$ cat config.mk
export PLATFORM = sky130hd
export DESIGN_NAME = nn_sequencer
export DESIGN_NICKNAME = d
export VERILOG_FILES = /design/src/hw/nn_pkg.sv /design/src/hw/nn_sequencer.sv
export SDC_FILE = /design/constraint.sdc
export NUM_CORES = 1
export LEC_CHECK = 0
export BUFFER_PORTS_ARGS = -buffer_cell sky130_fd_sc_hd__buf_2
export CORE_AREA = 2 2 229 231
export DETAILED_ROUTE_END_ITERATION = 8
export DIE_AREA = 0 0 231 233
export HOLD_SLACK_MARGIN = 0.15
export SYNTH_ARGS = -nofsm -noshare
export SYNTH_HDL_FRONTEND = slang
export SYNTH_SLANG_ARGS = --single-unit
export TNS_END_PERCENT = 1
$ cat constraint.sdc
create_clock -name clk -period 3.7 [get_ports clk]
set_input_delay 0 -clock clk [delete_from_list [all_inputs] [get_ports clk]]
set_output_delay 0 -clock clk [all_outputs]
set_load 0.01 [all_outputs]
$ cat src/hw/nn_pkg.sv
// ~~~~~~~~~~~~~~~~~~~~~~~~~~~~~~~~~~~~~~~~~~~~~~~~~~~~~~~~~~~~~~~~~~~~~~~~~~
// perceptron shared definitions
// sizes, widths, weight memory layout, activation and update arithmetic
// ~~~~~~~~~~~~~~~~~~~~~~~~~~~~~~~~~~~~~~~~~~~~~~~~~~~~~~~~~~~~~~~~~~~~~~~~~~
package nn_pkg;

	// network shape
	localparam int N_IN = 4;
	localparam int N_HID = 6;
	localparam int N_OUT = 2;

	// datapath widths
	localparam int W_W = 8;
	localparam int X_W = 9;
	localparam int ACC_W = 20;
	localparam int DELTA_W = 13;
	localparam int UPD_W = X_W + DELTA_W;
	localparam int LR_SHIFT = 3;

	// one memory word holds a full row of weights
	localparam int N_SLOT = 24;
	localparam int ROW_W = N_SLOT * W_W;
	localparam int N_ROWS = 2;
	localparam logic ROW_L1 = 1'b0;
	localparam logic ROW_L2 = 1'b1;

	// slot dst*n_src+src holds the weight from src to dst
	function automatic logic signed [W_W-1:0] nn_slot(input logic [ROW_W-1:0] row, input int idx);
		return $signed(row[idx*W_W +: W_W]);
	endfunction

	// halve, then clamp to -1..+1
	function automatic logic signed [X_W-1:0] nn_activate(input logic signed [ACC_W-1:0] s);
		logic signed [ACC_W-1:0] half;
		half = s >>> 1;
		if (half > 1)
			return 1;
		else if (half < -1)
			return -1;
		return $signed(half[X_W-1:0]);
	endfunction

	// w - (h >>> LR_SHIFT) * e, wrapped to the weight width
	function automatic logic [W_W-1:0] nn_update_weight(input logic signed [W_W-1:0] w,
			input logic signed [X_W-1:0] h, input logic signed [DELTA_W-1:0] e);
		logic signed [UPD_W-1:0] step;
		logic signed [UPD_W-1:0] full;
		step = (h >>> LR_SHIFT) * e;
		full = w - step;
		return full[W_W-1:0];
	endfunction

endpackage

$ cat src/hw/nn_sequencer.sv
// ~~~~~~~~~~~~~~~~~~~~~~~~~~~~~~~~~~~~~~~~~~~~~~~~~~~~~~~~~~~~~~~~~~~~~~~~~~
// run sequencer
// turns start, train and load into fixed phase strobes, owns the memory port
// ~~~~~~~~~~~~~~~~~~~~~~~~~~~~~~~~~~~~~~~~~~~~~~~~~~~~~~~~~~~~~~~~~~~~~~~~~~
`timescale 1ns/1ps

module nn_sequencer (
	input  logic                     clk,
	input  logic                     reset,
	input  logic                     start,
	input  logic                     train,
	input  logic                     load,
	input  logic                     load_addr,
	input  logic [nn_pkg::ROW_W-1:0] load_row,
	input  logic [nn_pkg::ROW_W-1:0] upd_row,
	output logic                     we,
	output logic                     addr,
	output logic [nn_pkg::ROW_W-1:0] wdata,
	output logic                     l1_en,
	output logic                     l2_en,
	output logic                     cap_en,
	output logic                     upd_en,
	output logic                     finish,
	output logic                     busy
);
	import nn_pkg::*;

	typedef enum logic [2:0] {S_IDLE, S_L1, S_A2, S_L2, S_CAP, S_UPD, S_WR} state_t;

	state_t state;
	logic train_q;
	logic idle;
	logic load_go;

	assign idle = (state == S_IDLE);
	// start wins over a load in the same idle cycle
	assign load_go = idle && load && !start;

	always_ff @(posedge clk) begin
		if (reset) begin
			state <= S_IDLE;
			train_q <= 1'b0;
		end else begin
			case (state)
				S_IDLE: begin
					if (start) begin
						state <= S_L1;
						train_q <= train;
					end
				end
				S_L1: state <= S_A2;
				S_A2: state <= S_L2;
				S_L2: state <= S_CAP;
				S_CAP: state <= train_q ? S_UPD : S_IDLE;
				S_UPD: state <= S_WR;
				S_WR: state <= S_IDLE;
				default: state <= S_IDLE;
			endcase
		end
	end

	// row 0 is presented while idle so the read is ready when start lands
	always_comb begin
		case (state)
			S_IDLE: addr = load_go ? load_addr : ROW_L1;
			S_L1: addr = ROW_L1;
			default: addr = ROW_L2;
		endcase
	end

	assign we = load_go || (state == S_WR);
	assign wdata = (state == S_WR) ? upd_row : load_row;

	assign l1_en = (state == S_L1);
	assign l2_en = (state == S_L2);
	assign cap_en = (state == S_CAP);
	assign upd_en = (state == S_UPD);
	// inference ends at capture, training after write-back
	assign finish = (cap_en && !train_q) || (state == S_WR);
	assign busy = !idle;

	a_finish_pulse: assert property (
		@(posedge clk) disable iff (reset)
		finish |=> !finish
	);

	a_no_write_in_compute: assert property (
		@(posedge clk) disable iff (reset)
		(l1_en || l2_en) |-> !we
	);

endmodule

Yosys cells after proc, flatten, opt, wreduce, memory -nomap -nowiden
Cells that the tools add are included.

storage, ports and cells
  word-level logic and storage cells = 25
  output and inout bits = 200
  register bits after elaboration = 4

cells by class
  reductions and logical operators = 10
  mux-type cells = 6
  equality and inequality tests = 7

operators by type and width
  operator            count
  $mux 192            1
  $pmux 3 s6          1
  $eq 3x3->1 const B  3
  $eq 3x2->1 const B  2
  $mux 3              2
  $eq 3x1->1 const B  1
  $logic_and 1x1->1   3
  $logic_not 1->1     3
  $logic_not 3->1     1
  $logic_or 1x1->1    2
  $ne 2x2->1 const B  1
  $pmux 1 s2          1
  $reduce_and 2->1    1
  $mux 1              1

Longest topological paths before layout
Gate-level depths: netlist (run 1).

  depth after elaboration = 5
  mapped depth = 7
  gate-level depth less buffers = 3

Least setup slack after synthesis (run 1)
No wires, ideal clock.

  path type = reg-to-output
  start = reg state[0]
  end = out wdata[122] (netlist name)
  slack = 2227 ps
  arrival time = 1473 ps
  cell stages (with the launch flop) = 8
  buffers on the path = 4
  cell sequence = dfxtp_1 buf_6 nand2b_4 or2_1 buf_2 buf_6 buf_6 mux2_4

on the way
  longest elaborated chain between the ends = 2

RTL lines
  what                    line                RTL
  from (decl)             nn_sequencer.sv:30  state_t state;
  from (signal assigned)  nn_sequencer.sv:54  S_CAP: state <= train_q ? S_UPD : S_IDLE;
  $eq 3x3->1              nn_sequencer.sv:72  assign wdata = (state == S_WR) ? upd_row : load_row;
  $mux 192                nn_sequencer.sv:72
  to (decl)               nn_sequencer.sv:18  output logic [nn_pkg::ROW_W-1:0] wdata,

Every way passes these cells.

Worst setup path in the final report (run 1)
  start = reg state[0]
  end = out wdata[86] (netlist name)

Same word-level chain as after synthesis.

==> impl_summary.log, run 1 <==
[metrics] Buffers & Inverters on Critical Path: 3
[metrics] top cell type's share of synthesized area: 0.773
[metrics] IO Count: slightly below 600
[metrics] worst min-delay path category: in2reg
[metrics] required arrival time at the worst endpoint: between 3 and 4 ns
[metrics] RePlAce Congestion: 0.874
[metrics] placeable core region: 51100 um2
[metrics] Critical path destination: wdata[86]
[metrics] Net count, final: about 1200
[metrics] family with the most delay on the worst path: buffers and inverters
[metrics] total stage count of the critical path: 6
[metrics] vias post-DR: ~4400
[metrics] Root Driver: sky130_fd_sc_hd__clkbuf_16
[metrics] area of the mapped netlist: about 3300 um2
[metrics] Worst setup EP type: output port
[metrics] reg2reg setup slack: approximately 2.5 ns
[metrics] CTS hold repair buffers: 2
[metrics] library cell appearing most often on the critical path: sky130_fd_sc_hd__buf_12
[metrics] Max FO, Critical Path: 43
[metrics] Worst Clk Skew: 0.0000699 ns
[metrics] leading cell type in the layout, fill and taps excluded: sky130_fd_sc_hd__buf_2
[metrics] starting utilization of the core area: 0.0642
[metrics] Post-CTS Setup Repair Bufs: 0
[metrics] clock insertion delay at the later pin of the skew report: 0.22 ns
[metrics] count of flip-flops with a built-in enable after synthesis: 0
[metrics] Crit path arrival time: between 2 and 2.5 ns
[metrics] final setup vio count: 0
[metrics] TritonCTS sink count: 4
[metrics] Iter 0 DRT Violations: approximately 150
[metrics] count of synthesis-stage warnings from yosys: 0
[metrics] CTS tree: done
[metrics] clock input transition at the sequential cells of the worst setup and hold paths: ~0.030 ns
[metrics] area of placed instances: ~7000 um2
[metrics] slew at the pin with the worst max-slew slack: about 0.66 ns
[metrics] type of the setup path with the least slack: reg2out
[metrics] flop and latch count out of synthesis: 4
[metrics] buffers from clock root to sink, at most: 2
[metrics] DRC errors left: 0
[metrics] Critical R2R Capture: train_q
[metrics] crit path launch type: register
[metrics] power density cells: ~120 nW/um2
[metrics] fill cell instance count of the final layout: about 5900
[metrics] Routed WL per cell: 14.5 um
[metrics] CP peak stage delay: 0.45 ns
[metrics] wire length of the first global-routing pass: ~27000 um
[metrics] final period demand of the worst path: 2.32 ns
[metrics] Worst R2R Start: state[2]
[metrics] number of different library cells in the post-synthesis netlist: 24
[metrics] Synthesized Nets: about 640
[metrics] start point of the critical path: state[0]
[metrics] gr usage total: 0.0692
[metrics] Routed WL: roughly 22000 um
[metrics] highest achievable clock rate: 430 MHz
[metrics] async set-reset flop share out of synthesis: 0
[metrics] reported leakage power: approximately 4.3 nW
[metrics] number of cell rows: just over 80
[metrics] die width: ~230 um
[metrics] met1 wire length: about 9300 um
[metrics] level count of the clock H-tree: 1
[metrics] total count of hold-check failures in the final report: 0
[metrics] DP Wirelength: ~20000 um
[metrics] largest net degree at the start of global routing: 74
[metrics] setup repair after global routing missed its margin: false
[metrics] top metal layer carrying routed signals: met5
[metrics] library cell occupying the most area in the post-synthesis netlist: sky130_fd_sc_hd__mux2_4
[metrics] mean post-synth cell area: ~13 um2
[metrics] CTS resizes: 0
[metrics] share of final-layout standard cells stronger than drive strength 1: 0.965
[metrics] post-route clock period utilization: 0.628
[metrics] total of max-cap violations: 0
[metrics] Syn-to-layout area delta: 114%
[metrics] input/output buffers: roughly 590
[metrics] Vert. Die Dim: about 230 um
[metrics] highest-count cells in the layout ignoring fill and taps: sky130_fd_sc_hd__buf_2 (589), sky130_fd_sc_hd__mux2_4 (169), sky130_fd_sc_hd__mux2_2 (23)
[metrics] Vias per Instance: a little under 3
[metrics] post-synthesis sequential area ratio: 0.0244
[metrics] headroom to the max-slew limit: 0.559
[metrics] multi-input combinational cell area: 2950 um2
[metrics] overall overflow remaining after global route: 0
[metrics] register area: about 80 um2
[metrics] outcome: finished, final reports clean
[metrics] primary flip-flop cell chosen by synthesis mapping: sky130_fd_sc_hd__dfxtp_1
[metrics] die footprint: between 50000 and 60000 um2
[metrics] Critical Path, Cell by Cell: nand2b_4 -> or2_4 -> buf_12 -> buf_12 -> mux2_4 -> buf_2
[metrics] Detail Route met3 WL: 2280 um
[metrics] max-slew violation count: 0
[metrics] Slowest cell on crit path: sky130_fd_sc_hd__dfxtp_1
[metrics] remaining antenna violation count after routing: 0
[metrics] Area contributors post-synth: sky130_fd_sc_hd__mux2_4 (77%), sky130_fd_sc_hd__mux2_2 (7.9%), sky130_fd_sc_hd__buf_6 (6.5%)
[metrics] worst vdd ir: roughly 0.24 mV
[metrics] DR WL met2: roughly 10000 um
[metrics] number of detailed-routing iterations run before antenna repair: 4
[metrics] gate count after technology mapping: 247
[metrics] initial antenna violation count: 10
[metrics] CTS buffer count: 3
[metrics] summed area of non-filler cells in the final layout: around 7000 um2
[metrics] Final TNS setup: 0 ns
[metrics] number of global-route vias before repair: 4113
[metrics] number of cell instances on the worst register-to-register path: 3
## how the worst min path moves through the flow
stage,start,endpoint,slack (ns),depth (start not counted)
after global placement,reset,state[1],0.22,2
after global routing,start,state[0],0.17,3
final,start,state[0],0.15,3
after floorplan,reset,state[1],0.07,1
after CTS,start,state[0],0.15,3
after detailed placement,reset,state[1],0.22,2
## worst min-delay path: stages
cell and delay, ns:
sky130_fd_sc_hd__buf_2 0.11, sky130_fd_sc_hd__nor3_1 0.12, sky130_fd_sc_hd__a2111oi_0 0.09
## metrics by stage
step | setup WS (ns) | cells | hold WS, ns | util | power [mW]
finish | 1.38 | 1507 | 0.149 | 0.138 | 0.836
global route | 1.25 | 1507 | 0.174 | 0.138 | 0.883
global placement | 1.63 | 1500 | 0.217 | 0.136 | 0.669
CTS | 1.36 | 1505 | 0.153 | 0.138 | 0.845
detailed placement | 1.60 | 1500 | 0.217 | 0.136 | 0.670
floorplan | 2.23 | 247 | 0.0691 | - | 0.306
## metal layers
layer,up-vias,track usage
li1,2086,-
met1,2012,0.0911
met2,315,0.114
met3,20,0.0214
met4,16,0.00605
met5,-,0
## layout make-up
cell class,count,share of cell area
clock buffer,3,0.0107
antenna,2,0.000712
timing repair buffer,599,0.436
tap,680,0.121
multi-input combinational,217,0.419
sequential,4,0.0114
inverter,2,0.00107
## sequential cells by signal, indices dropped and copies added (netlist names)
signal,cells
train_q,1
state,3
## report_power, final
group          switching, mW  leakage, nW  internal, mW
Clock                 0.0297       0.0370         0.138
Combinational          0.247         4.19         0.368
Sequential           0.00579       0.0328        0.0467
## synthesized netlist by cell type (2+ instances only)
cell type and count:
sky130_fd_sc_hd__nand2_1 3, sky130_fd_sc_hd__a21oi_1 3, sky130_fd_sc_hd__buf_2 3, sky130_fd_sc_hd__or3_1 2
sky130_fd_sc_hd__o21ai_0 2, sky130_fd_sc_hd__nor2_1 4, sky130_fd_sc_hd__buf_6 19, sky130_fd_sc_hd__dfxtp_1 4
sky130_fd_sc_hd__mux2_4 169, sky130_fd_sc_hd__nand2b_1 2, sky130_fd_sc_hd__mux2_2 23
## logic make-up after synthesis
family          synth area share
simple gates              0.0297
flops                     0.0244
mux                        0.855
buf+inv                   0.0778
compound gates            0.0126
No activity file was read; power rests on OpenSTA's default activity.
==> run 2: changes to the inputs <==
--- a/config.mk
+++ b/config.mk
@@ -5,10 +5,11 @@
 export SDC_FILE = /design/constraint.sdc
 export NUM_CORES = 1
 export LEC_CHECK = 0
+export ABC_AREA = 1
 export BUFFER_PORTS_ARGS = -buffer_cell sky130_fd_sc_hd__buf_2
-export CORE_AREA = 2 2 229 231
+export CORE_AREA = 2 2 228 230
 export DETAILED_ROUTE_END_ITERATION = 8
-export DIE_AREA = 0 0 231 233
+export DIE_AREA = 0 0 230 232
 export HOLD_SLACK_MARGIN = 0.15
 export SYNTH_ARGS = -nofsm -noshare
 export SYNTH_HDL_FRONTEND = slang
==> constraint.sdc (replaced) <==
create_clock -name clk -period 2.3 [get_ports clk]
set_input_delay 0 -clock clk [delete_from_list [all_inputs] [get_ports clk]]
set_output_delay 0 -clock clk [all_outputs]
set_load 0.01 [all_outputs]
==> run 2 against run 1 <==
Worst hold slack improved by 0.012 ns; first-iteration DRC count rose by 110%; sequential share of layout area rose by 0.11 points; die area fell by 0.86%; sequential power rose by 74%; core utilization fell by 0.59 points; via count rose by 51%; register-to-register slack got worse by 1.2 ns; clock-buffer cell count rose by 1; synthesized area fell by 9.3%; global-route usage rose by 5.9 points; highest routed layer unchanged.
==> impl_summary.log, run 2 <==
[metrics] hold path cells: 5 (+2)
[metrics] gate count after technology mapping: 685 (+180%)
[metrics] primary flip-flop cell chosen by synthesis mapping: sky130_fd_sc_hd__dfxtp_1
[metrics] post-route clock period utilization: 0.969
[metrics] highest achievable clock rate: ~450 MHz
[metrics] IO Count: 590 (unchanged)
[metrics] Root Driver: sky130_fd_sc_hd__clkbuf_16
[metrics] clock insertion delay at the later pin of the skew report: 0.23 ns (about the same)
[metrics] Routed WL: 36900 um (+69%)
[metrics] most used standard cell by instance count after synthesis: sky130_fd_sc_hd__nand2_1
[metrics] fill cell instance count of the final layout: 6096 (+3.7%)
[metrics] TritonCTS sink count: 4 (unchanged)
[metrics] commonest cells in the netlist: sky130_fd_sc_hd__nand2_1 (393), sky130_fd_sc_hd__nand3_1 (196), sky130_fd_sc_hd__buf_2 (49)
[metrics] flop and latch count out of synthesis: 4 (unchanged)
[metrics] setup repair after global routing missed its margin: false
[metrics] reported leakage power: 4.17 nW (-2.0%)
[metrics] Critical R2R Capture: train_q
[metrics] Final TNS setup: 0 ns (unchanged)
[metrics] initial antenna violation count: 10 (unchanged)
[metrics] number of cell instances on the worst register-to-register path: 4 (+1)
[metrics] area of placed instances: 6600 um2 (-4.8%)
[metrics] CTS tree: done
[metrics] final setup vio count: 0 (unchanged)
[metrics] RePlAce Congestion: 0.934 (+6.9%)
[metrics] mean post-synth cell area: 4.35 um2 (-67%)
[metrics] largest net degree at the start of global routing: 124 (+68%)
[metrics] share of final-layout standard cells stronger than drive strength 1: 0.494 (-0.471)
[metrics] worst min-delay path category: in2reg
[metrics] required arrival time at the worst endpoint: 2.30 ns (-1.40 ns)
[metrics] max-slew violation count: 0 (unchanged)
[metrics] summed area of non-filler cells in the final layout: 6700 um2 (-4.7%)
[metrics] top cell type's share of synthesized area: 0.496 (-0.278)
[metrics] start point of the critical path: state[1]
[metrics] DRC errors left: 0 (unchanged)
[metrics] top flop regs: state: 3 flops, train_q: 1 flops
[metrics] CTS buffer count: 3 (unchanged)
[metrics] DP Wirelength: 32500 um (+64%)
[metrics] register containing the most flip-flops in the final layout: state
[metrics] Crit path arrival time: 2.23 ns (-0.09 ns)
[metrics] clock input transition at the sequential cells of the worst setup and hold paths: 0.03 ns (about the same)
[metrics] placeable core region: 50900 um2 (-0.41%)
[metrics] die footprint: 53400 um2 (-0.86%)
[metrics] crit path launch type: register
[metrics] slew at the pin with the worst max-slew slack: 0.790 ns (+0.128 ns)
[metrics] launch point of the worst hold path: train
[metrics] die width: 230 um (-0.43%)
[metrics] number of cell rows: 83 (unchanged)
[metrics] library cell occupying the most area in the post-synthesis netlist: sky130_fd_sc_hd__nand2_1
[metrics] number of different library cells in the post-synthesis netlist: 17 (-29%)
[metrics] Area contributors post-synth: sky130_fd_sc_hd__nand2_1 (50%), sky130_fd_sc_hd__nand3_1 (33%), sky130_fd_sc_hd__buf_2 (8.2%)
[metrics] buffers from clock root to sink, at most: 2 (unchanged)
[metrics] remaining antenna violation count after routing: 0 (unchanged)
[metrics] overall overflow remaining after global route: 0 (unchanged)
[metrics] total of max-cap violations: 0 (unchanged)
[metrics] Max FO, Critical Path: 123 (+190%)
[metrics] final period demand of the worst path: 2.23 ns
[metrics] headroom to the max-slew limit: 0.474 (-0.0854)
[metrics] Iter 0 DRT Violations: 309 (+110%)
[metrics] power density cells: 242 nW/um2 (+100%)
[metrics] Routed WL per cell: 19.3 um (+33%)
[metrics] number of flip-flops in the largest register: 3 (unchanged)
[metrics] count of synthesis-stage warnings from yosys: 0 (unchanged)
[metrics] Vert. Die Dim: 232 um (-0.43%)
[metrics] wire length of the first global-routing pass: 48200 um (+77%)
[metrics] area of the mapped netlist: 2980 um2 (-9.3%)
[metrics] Syn-to-layout area delta: 125%
[metrics] number of detailed-routing iterations run before antenna repair: 4 (unchanged)
[metrics] type of the setup path with the least slack: reg2out
[metrics] Worst setup EP type: output port
[metrics] vias post-DR: 6736 (+51%)
[metrics] post-synthesis sequential area ratio: 0.0269 (+0.00249)
[metrics] worst vdd ir: 0.207 mV (-13%)
[metrics] Hold EP: train_q
[metrics] Worst R2R Start: state[2]
[metrics] Worst Clk Skew: 0.00621 ns (+0.00614 ns)
[metrics] number of global-route vias before repair: 6237 (+52%)
[metrics] leading cell type in the layout, fill and taps excluded: sky130_fd_sc_hd__buf_2
[metrics] highest-count cells in the layout ignoring fill and taps: sky130_fd_sc_hd__buf_2 (589), sky130_fd_sc_hd__nand2_1 (393), sky130_fd_sc_hd__nand3_1 (196)
[metrics] level count of the clock H-tree: 1 (unchanged)
[metrics] total count of hold-check failures in the final report: 0 (unchanged)
[metrics] Net count, final: 1617 (+33%)
[metrics] reg2reg setup slack: 1.27 ns (-1.20 ns)
[metrics] gr usage total: 0.128 (+0.0587)
[metrics] count of flip-flops with a built-in enable after synthesis: 0 (unchanged)
[metrics] outcome: finished, final reports clean
[metrics] async set-reset flop share out of synthesis: 0 (unchanged)
[metrics] starting utilization of the core area: 0.0585 (-0.00571)
[metrics] input/output buffers: 589 (unchanged)
[metrics] Vias per Instance: 3.53 (+20%)
[metrics] Synthesized Nets: 1075 (+69%)
==> run 2: area by class of cell <==
| type | instances | area [um2] | area share |
|---|---|---|---|
| repair buffers | 601 | 3080 | 0.460 |
| multi-input cells | 607 | 2560 | 0.382 |
| well taps | 680 | 851 | 0.127 |
| flip-flops and latches | 4 | 83.8 | 0.0125 |
| clock buffers | 4 | 78.8 | 0.0118 |
| inverters | 10 | 37.5 | 0.00560 |
| diodes | 2 | 5.00 | 0.000747 |
==> run 2: power breakdown <==
| group | leakage (nW) | switching, mW | internal, mW |
|---|---|---|---|
| sequential | 0.0338 | 0.0142 | 0.0771 |
| combinational | 4.10 | 0.761 | 0.482 |
| clock | 0.0382 | 0.0569 | 0.230 |
| total | 4.17 | 0.832 | 0.789 |
==> run 2: worst max path at each step <==
stage and endpoint:
2_1_floorplan wdata[152], 3_3_place_gp wdata[161], 3_5_place_dp wdata[161], 4_1_cts wdata[161], 5_1_grt wdata[161], 6_report wdata[120]
==> run 2: routing by layer <==
layer,track usage,part of all wire,vias up
met1,0.169,0.44,3005
met5,0,0.0020,-
met3,0.0262,0.074,26
met4,0.00323,0.0089,10
met2,0.225,0.47,421
li1,-,-,3274
==> run 2: worst max-delay path, cell delays in order (launching register included) <==
cell and delay, ns:
sky130_fd_sc_hd__dfxtp_1 0.42, sky130_fd_sc_hd__inv_2 0.12, sky130_fd_sc_hd__nor2_4 0.22, sky130_fd_sc_hd__buf_12 0.35, sky130_fd_sc_hd__nand3_1 0.16, sky130_fd_sc_hd__nand2_1 0.31, sky130_fd_sc_hd__buf_2 0.21
==> run 2: cell families (layout without fill, tap and decap cells) <==
kind of cell,Yosys count,after routing,synth area share
AO/OA/AOI/OAI,5,5,0.00925
flip-flops,4,4,0.0269
other,0,2,0
AND/OR/NAND/NOR,602,602,0.847
buffers and inverters,74,615,0.116
==> run 2: timing repair <==
action | in CTS | in global routing
gates resized for setup | 0 | 1
hold buffers | 2 | 0
endpoints found under the setup margin | 0 | 6
hold endpoints to repair | 4 | 0
buffers inserted | 0 | 0
==> run 2: through the flow <==
| stage | setup WS (ns) | power, mW | hold WS [ns] | utilization | std cells |
|---|---|---|---|---|---|
| after CTS | 0.00616 | 1.66 | 0.169 | 0.132 | 1906 |
| after global routing | 0.0219 | 1.74 | 0.205 | 0.132 | 1906 |
| after detailed placement | 0.252 | 1.36 | 0.230 | 0.130 | 1900 |
| final | 0.0723 | 1.62 | 0.162 | 0.132 | 1908 |
| after global placement | 0.231 | 1.37 | 0.232 | 0.130 | 1900 |
| after floorplan | 1.17 | 0.570 | 0.0691 | - | 685 |
==> run 3: changes to the inputs <==
--- a/config.mk
+++ b/config.mk
@@ -11,6 +11,7 @@
 export DETAILED_ROUTE_END_ITERATION = 8
 export DIE_AREA = 0 0 230 232
 export HOLD_SLACK_MARGIN = 0.15
+export SETUP_SLACK_MARGIN = 0.05
 export SYNTH_ARGS = -nofsm -noshare
 export SYNTH_HDL_FRONTEND = slang
 export SYNTH_SLANG_ARGS = --single-unit
==> constraint.sdc (replaced) <==
create_clock -name clk -period 2.3 [get_ports clk]
set_input_delay 0 -clock clk [delete_from_list [all_inputs] [get_ports clk]]
set_output_delay 0 -clock clk [all_outputs]
set_load 0.1 [all_outputs]
==> run 3 against run 2 <==
Global-route usage down 1.1 points; cell area rose by 14%; highest routed layer unchanged; core utilization rose by 1.8 points; first-iteration DRC count rose by 18%; clock skew is 0.0033 ns lower; sequential power up 9.5%; non-clock buffer count increased by 19; fmax grew 3.6%; critical endpoint is now wdata[119].
==> impl_summary.log, run 3 (synthesis results as in run 2) <==
[metrics] Max FO, Critical Path: 45 (-63%)
[metrics] met1 track utilization from global routing: 0.146 (-0.0230)
[metrics] Root Driver: sky130_fd_sc_hd__clkbuf_16
[metrics] busiest metal layer after global routing: met2
[metrics] RePlAce Congestion: 0.903 (-3.3%)
[metrics] reg2reg setup slack: 0.97 ns (-0.30 ns)
[metrics] DP Wirelength: 30400 um (-6.5%)
[metrics] register containing the most flip-flops in the final layout: state
[metrics] Worst setup EP type: output port
[metrics] gr usage total: 0.117 (-0.0113)
[metrics] reported leakage power: 4.54 nW (+8.7%)
[metrics] input/output buffers: 589 (unchanged)
[metrics] Post-CTS Setup Repair Bufs: 0 (unchanged)
[metrics] starting utilization of the core area: 0.0585 (unchanged)
[metrics] die footprint: 53400 um2 (unchanged)
[metrics] total of max-cap violations: 0 (unchanged)
[metrics] die width: 230 um (unchanged)
[metrics] number of cell instances on the worst register-to-register path: 4 (unchanged)
[metrics] fraction of power consumed by combinational cells: 0.878 (+0.111)
[metrics] total stage count of the critical path: 7 (+1)
[metrics] Hold EP: train_q
[metrics] Vias per Instance: 3.50 (-0.74%)
[metrics] leading cell type in the layout, fill and taps excluded: sky130_fd_sc_hd__buf_2
[metrics] total count of hold-check failures in the final report: 0 (unchanged)
[metrics] CP peak stage delay: 0.46 ns (+0.04 ns)
[metrics] Critical R2R Capture: state[2]
[metrics] number of detailed-routing iterations run before antenna repair: 5 (+1)
[metrics] Final TNS setup: 0 ns (unchanged)
[metrics] required arrival time at the worst endpoint: 2.30 ns (about the same)
[metrics] vias post-DR: 6753 (+0.25%)
[metrics] number of cell rows: 83 (unchanged)
[metrics] number of flip-flops in the largest register: 3 (unchanged)
[metrics] overall overflow remaining after global route: 0 (unchanged)
[metrics] setup repair after global routing missed its margin: true
[metrics] Buffers & Inverters on Critical Path: 4 (+1)
[metrics] Crit path arrival time: 2.15 ns (-0.08 ns)
[metrics] met2 Usage GRT: 0.209 (-0.0165)
[metrics] worst vdd ir: 0.337 mV (+63%)
[metrics] worst min-delay path category: in2reg
[metrics] hold path cells: 5 (unchanged)
[metrics] Routed WL per cell: 17.7 um (-8.6%)
[metrics] max-slew violation count: 0 (unchanged)
[metrics] CTS tree: done
[metrics] remaining antenna violation count after routing: 0 (unchanged)
[metrics] CTS buffer count: 3 (unchanged)
[metrics] final period demand of the worst path: 2.15 ns (-0.0778 ns)
[metrics] headroom to the max-slew limit: 0.617 (+0.144)
[metrics] placeable core region: 50900 um2 (unchanged)
[metrics] power density cells: 418 nW/um2 (+73%)
[metrics] clock input transition at the sequential cells of the worst setup and hold paths: 0.03 ns (about the same)
[metrics] Clock Power Share: 0.090 (-0.087)
[metrics] clock insertion delay at the later pin of the skew report: 0.23 ns (about the same)
[metrics] NetSw: 2.21 mW (+170%)
[metrics] outcome: finished, final reports clean
[metrics] buffers from clock root to sink, at most: 2 (unchanged)
[metrics] TritonCTS sink count: 4 (unchanged)
[metrics] wire length of the first global-routing pass: 44500 um (-7.6%)
[metrics] final core utilization: 0.150 (+0.0183)
[metrics] initial antenna violation count: 13 (+3)
[metrics] IO Count: 590 (unchanged)
[metrics] Iter 0 DRT Violations: 365 (+18%)
[metrics] Vert. Die Dim: 232 um (unchanged)
[metrics] Slowest cell on crit path: sky130_fd_sc_hd__dfxtp_1
[metrics] met3 layer usage reported by global route: 0.0284 (+0.00221)
[metrics] number of global-route vias before repair: 6100 (-2.2%)
[metrics] launch point of the worst hold path: train
[metrics] Syn-to-layout area delta: 157%
[metrics] internal power contribution: 0.981 mW (+24%)
[metrics] Worst R2R Start: state[2]
[metrics] sequential share of power: 0.031 (-0.025)
[metrics] level count of the clock H-tree: 1 (unchanged)
[metrics] post-route clock period utilization: 0.935 (-0.0338)
[metrics] Worst Clk Skew: 0.00293 ns (-0.00328 ns)
[metrics] highest achievable clock rate: 465 MHz (+3.6%)
[metrics] Critical Path, Cell by Cell: inv_2 -> nor2_4 -> buf_12 -> buf_4 -> nand3_1 -> nand2_1 -> buf_2
[metrics] Net count, final: 1636 (+1.2%)
[metrics] top flop regs: state: 3 flops, train_q: 1 flops
[metrics] Routed WL: 34000 um (-7.7%)
[metrics] slew at the pin with the worst max-slew slack: 0.578 ns (-0.211 ns)
[metrics] net switching share of the total power: 0.693 (+0.179)
[metrics] family with the most delay on the worst path: buffers and inverters
[metrics] largest net degree at the start of global routing: 64 (-48%)
[metrics] highest-count cells in the layout ignoring fill and taps: sky130_fd_sc_hd__buf_2 (476), sky130_fd_sc_hd__nand2_1 (393), sky130_fd_sc_hd__nand3_1 (196)
[metrics] type of the setup path with the least slack: reg2out
[metrics] crit path launch type: register
[metrics] DRC errors left: 0 (unchanged)
[metrics] share of final-layout standard cells stronger than drive strength 1: 0.503 (+0.00852)
[metrics] final setup vio count: 0 (unchanged)
-- run 3: cell types whose count changed in the layout (fill, tap and decap cells not counted), sizes merged --
cell	delta
buf	-50
clkbuf	+69
-- run 3: layer usage --
metal / part of all wire / vias to the layer above / routed length [um]
met3: 0.092 / 33 / 3120
met2: 0.48 / 428 / 16500
li1: - / 3314 / -
met1: 0.41 / 2964 / 14000
met5: 0.0026 / - / 90
met4: 0.0093 / 14 / 316
-- run 3: how the worst max path moves through the flow --
| stage | start | slack [ns] | to |
|---|---|---|---|
| finish | state[1] | 0.15 | wdata[119] |
| global route | state[1] | 0.05 | wdata[75] |
| CTS | state[1] | 0.08 | wdata[65] |
| detailed placement | state[1] | 0.32 | wdata[65] |
| global placement | state[1] | 0.32 | wdata[113] |
| floorplan | state[2] | 0.09 | addr |
-- run 3: cell type report --
class                   count  area [um2]
repair buffers            620        4010
diodes                      2        5.00
inverters                  10        37.5
clock buffers               4        78.8
well taps                 680         851
multi-input cells         607        2570
fillers                  5998       43200
flip-flops and latches      4        83.8
-- run 3: per-stage QoR --
step / worst slack [ns] / cell area (um2) / hold WS [ns] / instances / total power, mW
5_1_grt: 0.0455 / 7640 / 0.195 / 1927 / 3.33
3_5_place_dp: 0.318 / 7350 / 0.211 / 1919 / 2.88
3_3_place_gp: 0.322 / 7350 / 0.212 / 1919 / 2.89
6_report: 0.150 / 7640 / 0.145 / 1927 / 3.19
2_1_floorplan: 0.0937 / 2990 / 0.0691 / 685 / 1.98
4_1_cts: 0.0754 / 7450 / 0.156 / 1925 / 3.18
-- run 3: worst reg2reg max path: stages (launching register included) --
cell and delay (ns):
sky130_fd_sc_hd__dfxtp_4 0.65, sky130_fd_sc_hd__inv_1 0.27, sky130_fd_sc_hd__nor2_1 0.12, sky130_fd_sc_hd__o21ai_0 0.09, sky130_fd_sc_hd__a21oi_1 0.13
-- run 3: power groups by stage --
stage          clock network, mW  registers, mW  logic, mW
2_1_floorplan                  0         0.0896       1.89
3_3_place_gp                   0          0.101       2.79
3_5_place_dp                   0          0.101       2.78
4_1_cts                    0.290          0.100       2.79
5_1_grt                    0.302          0.103       2.92
6_report                   0.289          0.100       2.80
-- run 3: what timing repair did --
action / in CTS / in global routing
endpoints found under the hold margin: 4 / 0
resized for setup: 0 / 75
endpoints found under the setup margin: 0 / 72
hold buffers: 2 / 0
